[config.mk]
export PLATFORM = sky130hd
export DESIGN_NAME = tl_adapter_top
export DESIGN_NICKNAME = d
export VERILOG_FILES = /design/src/tl_adapter_pkg.sv /design/src/tl_a_channel.sv /design/src/tl_adapter_top.sv /design/src/tl_d_channel.sv /design/src/tl_source_table.sv
export SDC_FILE = /design/constraint.sdc
export NUM_CORES = 1
export LEC_CHECK = 0
export BUFFER_PORTS_ARGS = -buffer_cell sky130_fd_sc_hd__buf_2
export CORE_MARGIN = 10
export CORE_UTILIZATION = 35
export CTS_CLUSTER_SIZE = 25
export DETAILED_ROUTE_END_ITERATION = 7
export SKIP_LAST_GASP = 1
export SLEW_MARGIN = 10
export SYNTH_ARGS = -nofsm -noshare
export SYNTH_HDL_FRONTEND = slang
export SYNTH_SLANG_ARGS = --single-unit
[constraint.sdc]
create_clock -name clk_i -period 6.8 [get_ports clk_i]
set_clock_uncertainty 0.15 [all_clocks]
set_input_delay 2.04 -clock clk_i [delete_from_list [all_inputs] [get_ports clk_i]]
set_output_delay 2.04 -clock clk_i [all_outputs]
set_load 0.005 [all_outputs]
[src/tl_adapter_pkg.sv]
/*
 * TL-UL manager adapter shared definitions
 * Bus widths, TileLink opcodes, QoS classes and port structs
 */
package tl_adapter_pkg;

    // ==================================================
    // Widths and limits
    // ==================================================
    localparam int unsigned ADDR_W    = 32;
    localparam int unsigned DATA_W    = 32;
    localparam int unsigned STRB_W    = DATA_W / 8;
    localparam int unsigned NUM_SLOTS = 16;
    localparam int unsigned SOURCE_W  = $clog2(NUM_SLOTS);
    localparam int unsigned REQ_ID_W  = 16;
    localparam int unsigned SIZE_W    = 3;
    localparam int unsigned USER_W    = 8;
    localparam int unsigned QOS_W     = 4;

    // Exception vectors live below this address
    localparam logic [ADDR_W-1:0] EXC_LIMIT   = 32'h0000_1000;
    // Peripheral space starts here and runs to the top
    localparam logic [ADDR_W-1:0] PERIPH_BASE = 32'hF000_0000;

    // ==================================================
    // TileLink opcodes
    // ==================================================
    typedef enum logic [2:0] {
        TL_A_PUT_FULL    = 3'd0,
        TL_A_PUT_PARTIAL = 3'd1,
        TL_A_GET         = 3'd4
    } tl_a_opcode_e;

    typedef enum logic [2:0] {
        TL_D_ACCESS_ACK      = 3'd0,
        TL_D_ACCESS_ACK_DATA = 3'd1
    } tl_d_opcode_e;

    // QoS traffic classes, highest priority first
    typedef enum logic [2:0] {
        QOS_EXCEPTION,
        QOS_INSTR_FETCH,
        QOS_DATA_ACCESS,
        QOS_PERIPHERAL,
        QOS_CACHE_FILL
    } qos_class_e;

    // Priority level carried in the low half of a_user
    function automatic logic [QOS_W-1:0] qos_level(input qos_class_e cls);
        case (cls)
            QOS_EXCEPTION:   return 4'd15;
            QOS_INSTR_FETCH: return 4'd12;
            QOS_DATA_ACCESS: return 4'd8;
            QOS_PERIPHERAL:  return 4'd4;
            default:         return 4'd2;
        endcase
    endfunction

    // ==================================================
    // Port structs
    // ==================================================
    typedef struct packed {
        logic [ADDR_W-1:0]   addr;
        logic [DATA_W-1:0]   data;
        logic [STRB_W-1:0]   strb;
        logic                write;
        logic [SIZE_W-1:0]   size;
        logic [REQ_ID_W-1:0] id;
    } mem_req_t;

    typedef struct packed {
        logic [DATA_W-1:0]   data;
        logic [REQ_ID_W-1:0] id;
        logic                error;
    } mem_rsp_t;

    typedef struct packed {
        tl_a_opcode_e        opcode;
        logic [SIZE_W-1:0]   size;
        logic [SOURCE_W-1:0] source;
        logic [ADDR_W-1:0]   address;
        logic [STRB_W-1:0]   mask;
        logic [DATA_W-1:0]   data;
        logic [USER_W-1:0]   user;
    } tl_a_t;

    typedef struct packed {
        tl_d_opcode_e        opcode;
        logic [SOURCE_W-1:0] source;
        logic [DATA_W-1:0]   data;
        logic                denied;
        logic                corrupt;
    } tl_d_t;

endpackage

[src/tl_a_channel.sv]
/*
 * TL-UL A-channel stage
 * Turns a memory request into a registered A beat with QoS in a_user
 */
module tl_a_channel (
    input  logic                                 clk_i,
    input  logic                                 rst_ni,
    // Memory request port
    input  logic                                 mem_req_valid_i,
    output logic                                 mem_req_ready_o,
    input  tl_adapter_pkg::mem_req_t             mem_req_i,
    // Source table
    input  logic                                 slot_free_i,
    input  logic [tl_adapter_pkg::SOURCE_W-1:0]  free_source_i,
    output logic                                 alloc_o,
    output logic                                 alloc_write_o,
    output logic [tl_adapter_pkg::REQ_ID_W-1:0]  alloc_id_o,
    // TileLink A channel
    output logic                                 tl_a_valid_o,
    input  logic                                 tl_a_ready_i,
    output tl_adapter_pkg::tl_a_t                tl_a_o
);
    import tl_adapter_pkg::*;

    logic       a_valid_q;
    tl_a_t      a_q;
    tl_a_t      a_d;
    qos_class_e qos_class;

    // ==================================================
    // Handshake
    // ==================================================
    // Need a slot and room in the A register
    assign mem_req_ready_o = slot_free_i && (!a_valid_q || tl_a_ready_i);
    assign alloc_o         = mem_req_valid_i && mem_req_ready_o;
    assign alloc_write_o   = mem_req_i.write;
    assign alloc_id_o      = mem_req_i.id;

    // ==================================================
    // QoS classification
    // ==================================================
    // First match wins
    always_comb begin
        if (mem_req_i.addr < EXC_LIMIT) begin
            qos_class = QOS_EXCEPTION;
        end else if (!mem_req_i.write && (mem_req_i.addr[1:0] == 2'b00)) begin
            // Aligned reads are treated as fetches
            qos_class = QOS_INSTR_FETCH;
        end else if (mem_req_i.write || (mem_req_i.strb != {STRB_W{1'b1}})) begin
            qos_class = QOS_DATA_ACCESS;
        end else if (mem_req_i.addr >= PERIPH_BASE) begin
            qos_class = QOS_PERIPHERAL;
        end else begin
            qos_class = QOS_CACHE_FILL;
        end
    end

    // ==================================================
    // Beat construction
    // ==================================================
    always_comb begin
        a_d.source  = free_source_i;
        a_d.address = mem_req_i.addr;
        a_d.mask    = mem_req_i.strb;
        // Full strobes give PutFullData, anything less is partial
        if (!mem_req_i.write) begin
            a_d.opcode = TL_A_GET;
        end else if (mem_req_i.strb == {STRB_W{1'b1}}) begin
            a_d.opcode = TL_A_PUT_FULL;
        end else begin
            a_d.opcode = TL_A_PUT_PARTIAL;
        end
        // Reads carry no data
        a_d.data = mem_req_i.write ? mem_req_i.data : '0;
        // Log2 of bytes, out of range falls back to a word
        case (mem_req_i.size)
            3'd0, 3'd1, 3'd2, 3'd3: a_d.size = mem_req_i.size;
            default:                a_d.size = 3'd2;
        endcase
        // Upper user bits reserved
        a_d.user = {{(USER_W - QOS_W){1'b0}}, qos_level(qos_class)};
    end

    // Valid flag of the A register
    always_ff @(posedge clk_i or negedge rst_ni) begin
        if (!rst_ni) begin
            a_valid_q <= 1'b0;
        end else if (alloc_o) begin
            a_valid_q <= 1'b1;
        end else if (tl_a_ready_i) begin
            a_valid_q <= 1'b0;
        end
    end

    // Beat payload, held while stalled
    always_ff @(posedge clk_i) begin
        if (alloc_o) begin
            a_q <= a_d;
        end
    end

    assign tl_a_valid_o = a_valid_q;
    assign tl_a_o       = a_q;

endmodule

[src/tl_adapter_top.sv]
/*
 * TL-UL manager adapter
 * Memory request/response port to TileLink A and D channels
 */
module tl_adapter_top (
    input  logic                      clk_i,
    input  logic                      rst_ni,
    // Memory request
    input  logic                      mem_req_valid_i,
    output logic                      mem_req_ready_o,
    input  tl_adapter_pkg::mem_req_t  mem_req_i,
    // Memory response
    output logic                      mem_rsp_valid_o,
    input  logic                      mem_rsp_ready_i,
    output tl_adapter_pkg::mem_rsp_t  mem_rsp_o,
    // TileLink A channel
    output logic                      tl_a_valid_o,
    input  logic                      tl_a_ready_i,
    output tl_adapter_pkg::tl_a_t     tl_a_o,
    // TileLink D channel
    input  logic                      tl_d_valid_i,
    output logic                      tl_d_ready_o,
    input  tl_adapter_pkg::tl_d_t     tl_d_i
);
    import tl_adapter_pkg::*;

    // ==================================================
    // Internal links
    // ==================================================
    // Table to A side
    logic                slot_free;
    logic [SOURCE_W-1:0] free_source;
    // A side to table
    logic                alloc;
    logic                alloc_write;
    logic [REQ_ID_W-1:0] alloc_id;
    // D side and table lookup
    logic                d_fire;
    logic [SOURCE_W-1:0] d_source;
    logic [REQ_ID_W-1:0] rsp_id;
    logic                rsp_write;

    tl_source_table u_source_table (
        .clk_i         (clk_i),
        .rst_ni        (rst_ni),
        .alloc_i       (alloc),
        .alloc_write_i (alloc_write),
        .alloc_id_i    (alloc_id),
        .free_i        (d_fire),
        .free_source_i (d_source),
        .slot_free_o   (slot_free),
        .free_source_o (free_source),
        .rsp_id_o      (rsp_id),
        .rsp_write_o   (rsp_write)
    );

    tl_a_channel u_a_channel (
        .clk_i           (clk_i),
        .rst_ni          (rst_ni),
        .mem_req_valid_i (mem_req_valid_i),
        .mem_req_ready_o (mem_req_ready_o),
        .mem_req_i       (mem_req_i),
        .slot_free_i     (slot_free),
        .free_source_i   (free_source),
        .alloc_o         (alloc),
        .alloc_write_o   (alloc_write),
        .alloc_id_o      (alloc_id),
        .tl_a_valid_o    (tl_a_valid_o),
        .tl_a_ready_i    (tl_a_ready_i),
        .tl_a_o          (tl_a_o)
    );

    tl_d_channel u_d_channel (
        .clk_i           (clk_i),
        .rst_ni          (rst_ni),
        .tl_d_valid_i    (tl_d_valid_i),
        .tl_d_ready_o    (tl_d_ready_o),
        .tl_d_i          (tl_d_i),
        .d_fire_o        (d_fire),
        .d_source_o      (d_source),
        .rsp_id_i        (rsp_id),
        .rsp_write_i     (rsp_write),
        .mem_rsp_valid_o (mem_rsp_valid_o),
        .mem_rsp_ready_i (mem_rsp_ready_i),
        .mem_rsp_o       (mem_rsp_o)
    );

endmodule

[src/tl_d_channel.sv]
/*
 * TL-UL D-channel stage
 * Registers a D beat as a memory response, stalls D under back-pressure
 */
module tl_d_channel (
    input  logic                                 clk_i,
    input  logic                                 rst_ni,
    // TileLink D channel
    input  logic                                 tl_d_valid_i,
    output logic                                 tl_d_ready_o,
    input  tl_adapter_pkg::tl_d_t                tl_d_i,
    // Source table lookup
    output logic                                 d_fire_o,
    output logic [tl_adapter_pkg::SOURCE_W-1:0]  d_source_o,
    input  logic [tl_adapter_pkg::REQ_ID_W-1:0]  rsp_id_i,
    input  logic                                 rsp_write_i,
    // Memory response port
    output logic                                 mem_rsp_valid_o,
    input  logic                                 mem_rsp_ready_i,
    output tl_adapter_pkg::mem_rsp_t             mem_rsp_o
);
    import tl_adapter_pkg::*;

    logic     rsp_valid_q;
    mem_rsp_t rsp_q;

    // Accept when empty or emptying this cycle
    assign tl_d_ready_o = !rsp_valid_q || mem_rsp_ready_i;
    assign d_fire_o     = tl_d_valid_i && tl_d_ready_o;
    assign d_source_o   = tl_d_i.source;

    // ==================================================
    // Response register
    // ==================================================
    always_ff @(posedge clk_i or negedge rst_ni) begin
        if (!rst_ni) begin
            rsp_valid_q <= 1'b0;
        end else if (d_fire_o) begin
            rsp_valid_q <= 1'b1;
        end else if (mem_rsp_ready_i) begin
            rsp_valid_q <= 1'b0;
        end
    end

    always_ff @(posedge clk_i) begin
        if (d_fire_o) begin
            // Write acks return zero data
            rsp_q.data  <= rsp_write_i ? '0 : tl_d_i.data;
            rsp_q.id    <= rsp_id_i;
            rsp_q.error <= tl_d_i.denied || tl_d_i.corrupt;
        end
    end

    assign mem_rsp_valid_o = rsp_valid_q;
    assign mem_rsp_o       = rsp_q;

endmodule

[src/tl_source_table.sv]
/*
 * TL-UL source table
 * One slot per outstanding transaction, slot index is the source ID
 */
module tl_source_table (
    input  logic                                 clk_i,
    input  logic                                 rst_ni,
    // Allocation from the A side
    input  logic                                 alloc_i,
    input  logic                                 alloc_write_i,
    input  logic [tl_adapter_pkg::REQ_ID_W-1:0]  alloc_id_i,
    // Release from the D side
    input  logic                                 free_i,
    input  logic [tl_adapter_pkg::SOURCE_W-1:0]  free_source_i,
    // Next free slot
    output logic                                 slot_free_o,
    output logic [tl_adapter_pkg::SOURCE_W-1:0]  free_source_o,
    // Lookup result for the responding source
    output logic [tl_adapter_pkg::REQ_ID_W-1:0]  rsp_id_o,
    output logic                                 rsp_write_o
);
    import tl_adapter_pkg::*;

    // ==================================================
    // Slot storage
    // ==================================================
    // Busy flag per slot
    logic [NUM_SLOTS-1:0] valid_q;
    // Request ID and kind of each slot
    logic [REQ_ID_W-1:0]  id_q    [NUM_SLOTS];
    logic                 write_q [NUM_SLOTS];

    // ==================================================
    // Free slot search
    // ==================================================
    // Walk down so that the lowest free index wins
    always_comb begin
        slot_free_o   = 1'b0;
        free_source_o = '0;
        for (int i = NUM_SLOTS - 1; i >= 0; i--) begin
            if (!valid_q[i]) begin
                slot_free_o   = 1'b1;
                free_source_o = SOURCE_W'(i);
            end
        end
    end

    // Busy flags
    always_ff @(posedge clk_i or negedge rst_ni) begin
        if (!rst_ni) begin
            valid_q <= '0;
        end else begin
            // Alloc only picks an idle slot, free only a busy one
            if (alloc_i) begin
                valid_q[free_source_o] <= 1'b1;
            end
            if (free_i) begin
                valid_q[free_source_i] <= 1'b0;
            end
        end
    end

    // Slot payload, written on allocation
    always_ff @(posedge clk_i) begin
        if (alloc_i) begin
            id_q[free_source_o]    <= alloc_id_i;
            write_q[free_source_o] <= alloc_write_i;
        end
    end

    // ==================================================
    // Response lookup
    // ==================================================
    // Same cycle as the D transfer
    assign rsp_id_o    = id_q[free_source_i];
    assign rsp_write_o = write_q[free_source_i];

endmodule
==> impl_summary.log <==
[metrics] Peak VDD IR: 0.207 mV
[metrics] Fmax: around 210 MHz
[metrics] Hold-fix buffers, CTS: 0
[metrics] power after layout: between 6000 and 7000 uW
[metrics] switching share of total power: between 20% and 30%
[metrics] total via count in the routed design: just over 8000
[metrics] half-perimeter wire length after placement: around 23 mm
[metrics] Remaining DRCs: 0
[metrics] clock tree from TritonCTS: built
[metrics] area of the multi-input gates: around 3300 um2
[metrics] switching pwr: approximately 1600 uW
[metrics] sequential-to-total area share from yosys stat: 78.4%
[metrics] area share of xor/xnor cells in the synthesized design: 0%
[metrics] Crit Path Class: in -> out
[metrics] count of state elements after synthesis: 420
[metrics] max-cap check violation count: 0
[metrics] worst-case clock buffer depth: 3
[metrics] number of primary I/O pins: 274
[metrics] Num CTS Buffers: between 40 and 50
[metrics] type of the worst min-delay path: reg -> reg
[metrics] worst-path maximum fanout: 4
[metrics] final RePlAce weighted congestion: 0.798
[metrics] share of the synthesized area in the top cell type: 75.5%
[metrics] total setup buffers inserted after CTS: 0
[metrics] Mapped Avg Cell Area: 21.3 um2
[metrics] vias in the first global route: 8990
[metrics] cell internal power dissipation: 4640 uW
[metrics] leakage component of the power: 0.00679 uW
[metrics] setup repair after global routing missed its margin: false
[metrics] share of async-settable or async-resettable flops after synthesis: approximately 4.3%
[metrics] post-synth design cell area: 16000 um2
[metrics] Core Rows: 78
[metrics] data arrival time of the critical path: 2.56 ns
[metrics] post-synthesis cell type with the largest combined area: edfxtp_1
[metrics] CTS Root Cell: clkbuf_16
[metrics] register-to-register path setup slack: 3.68 ns
[metrics] final worst-path cycle share: 69.9%
[metrics] Crit Reg-Reg Startpoint: u_source_table.valid_q[2]
[metrics] Area Overhead vs Synth: 21.2%
[metrics] sequential cell area: ~13000 um2
[metrics] cell count after synthesis: 752
[metrics] largest net degree at the start of global routing: 54
[metrics] Gate power share: a little over an eighth
[metrics] starting density of the core: 35.3%
[metrics] die area: 54600 um2
[metrics] proportion of layout cells with a drive suffix above 1: between 40% and 50%
[metrics] dominant combinational cell family by area after synthesis: multiplexers
[metrics] category of the worst setup path capture point: primary output
[metrics] end-of-flow core utilization: a little over two fifths
[metrics] outcome: complete, no violations
[metrics] Rel. slew slack: 23.9%
[metrics] required time worst endpoint: 4.61 ns
[metrics] Overflow after GRT: 0
[metrics] slew at the pin closest to its max-slew limit: 1.14 ns
[metrics] Worst Hold Path Cells: 2
[metrics] mux cell area share after synthesis: 12.0%
[metrics] EDFF count, synth: 402
[metrics] drt first pass iters: 4
[metrics] number of gates given a new drive strength after cts: 0
[metrics] Die W: 234 um
[metrics] endpoint of the worst register-to-register path: u_source_table.id_q[5][15]
[metrics] Layout Nets: 1189
[metrics] setup tns final: 0 ns
[metrics] warnings from Yosys: 0
[metrics] via/cell ratio: 4.88
[metrics] total wire length after detailed routing: ~37 mm
[metrics] P per Cell Area: 322 nW/um2
[metrics] GRT Util Overall: 13.6%
[metrics] buffers added on ports: approximately 270
[metrics] first-pass GRT wire length: 55.7 mm
[metrics] worst hold path endpoint: u_a_channel.tl_a_valid_o
[metrics] top flip-flop cell by instance count after synthesis: edfxtp_1
[metrics] Final Max Slew Viols: 0
[metrics] filler cell count in the final layout: 4062
[metrics] clock insertion delay at the later pin of the skew report: between 0.5 and 0.6 ns
[metrics] share of power burned in the clock network: 35.0%
[metrics] antenna-violating nets left: 0
[metrics] final period demand of the worst path: 4.75 ns
[metrics] # setup viols final: 0
[metrics] clock transition at the registers of the reported paths: 0.06 ns
[metrics] placeable core region: 45300 um2
[metrics] # clock sinks: 420
[metrics] fraction of the mapped netlist area in adder cells: 0%
[metrics] most area-consuming cells after synthesis: edfxtp_1, mux4_2, dfrtp_1
[metrics] final-report hold violation count: 0
[metrics] count of H-tree levels built during CTS: 2
[metrics] Worst Reg-to-Reg Cells: 5
[metrics] per-cell routed wire length: about 22 um
[metrics] number of violations reported at the end of detailed-routing iteration 0: 545
[metrics] launch point of the worst hold path: u_a_channel.tl_a_valid_o
[metrics] area share of and/or/nand/nor cells after synthesis: 6.08%
[metrics] Vert. Die Dim: 234 um
[metrics] type of origin of the critical path: primary input
[metrics] sequential fraction of design power: 51.6%
[metrics] library cells used by synthesis: 57
[metrics] diodes inserted: 0
[metrics] compound-cell area share of the yosys netlist: under 10%
[metrics] antenna violations before repair: 1
[cell usage in the layout (no fill, tap or decap), types with 4 or more instances in the layout]
master	count
nand4_1	5
nor2_2	5
inv_2	4
o21a_1	4
nor2_1	13
mux4_2	84
nand2b_1	4
inv_1	8
buf_2	263
clkinv_1	7
edfxtp_1	402
nand2_1	21
nor4_1	6
a21oi_1	8
buf_4	23
clkbuf_16	45
clkinv_2	4
dfrtp_1	18
conb_1	6
nor4_4	5
nand3_1	8
and2_1	68
clkbuf_1	12
nor3_1	4
[layout make-up]
class / count / share of cell area [%]
clock buffer: 57 / 6.05
clock inverter: 16 / 0.569
inverter: 12 / 0.233
multi-input combinational: 290 / 16.9
sequential: 420 / 64.7
tap: 600 / 3.88
timing repair buffer: 286 / 7.69
[flip-flops by register name (all words and copies together), names as in the netlist]
register	flops
u_a_channel.tl_a_o	81
u_a_channel.tl_a_valid_o	1
u_d_channel.mem_rsp_o	49
u_d_channel.mem_rsp_valid_o	1
u_source_table.id_q	256
u_source_table.valid_q	16
u_source_table.write_q	16
[routing by layer]
metal | track usage [%] | vias up | wire, um
li1 | - | 3649 | -
met1 | 16.2 | 4208 | 14600
met2 | 22.7 | 277 | 18700
met3 | 4.60 | 61 | 2920
met4 | 4.37 | 2 | 823
met5 | 0 | - | 12
[critical path, cell delays in order]
cell	delay (ns)
buf_2	0.09
nand2b_1	0.16
and2_1	0.14
buf_2	0.12
[synth_stat cells (3+ instances only)]
cell and instances:
a2bb2oi_1 3, mux4_2 84, edfxtp_1 402, nand4_1 5, nor4_1 8, buf_6 8
nand3_1 8, inv_1 10, a21oi_1 8, nand2_1 21, buf_1 7, nor2_1 18
and2_1 68, nor2b_1 3, clkbuf_1 10, nor4_2 3, nand2b_1 4, o21a_1 4
nor3_1 7, buf_4 8, dfrtp_1 18, o21ai_0 3
[cells by family (layout without fill, tap and decap cells)]
family | Yosys count | count (layout)
flip-flops | 420 | 420
buffers and inverters | 47 | 371
multiplexers | 86 | 86
AO/OA/AOI/OAI | 39 | 39
other | 1 | 6
AND/OR/NAND/NOR | 159 | 159
[worst max path at each step]
stage	startpoint	to	cells past startpoint
after floorplan	tl_a_ready_i	u_source_table.id_q[6][0]	5
after global placement	tl_a_ready_i	mem_req_ready_o	4
after detailed placement	tl_d_i[34]	u_d_channel.mem_rsp_o[37]	5
after CTS	tl_a_ready_i	mem_req_ready_o	4
after global routing	tl_a_ready_i	mem_req_ready_o	4
final	tl_a_ready_i	mem_req_ready_o	4
[stage by stage]
step                      worst slack (ns)  cells  area (um2)  hold WS [ns]
after detailed placement              2.05   1608       18100         0.378
final                                 2.05   1681       19400         0.391
after global placement                2.05   1608       18100         0.359
after CTS                             2.05   1681       19400         0.399
after floorplan                       1.78    757       16000         0.354
after global routing                  2.02   1681       19400         0.435
[power by group through the flow]
stage / Sequential (uW) / Clock (uW) / Combinational, uW
after detailed placement: 3270 / 0 / 846
after global routing: 3240 / 2340 / 905
after floorplan: 3260 / 0 / 478
after global placement: 3260 / 0 / 835
after CTS: 3220 / 2250 / 849
final: 3220 / 2180 / 831
(Power assumes the default switching activity.)
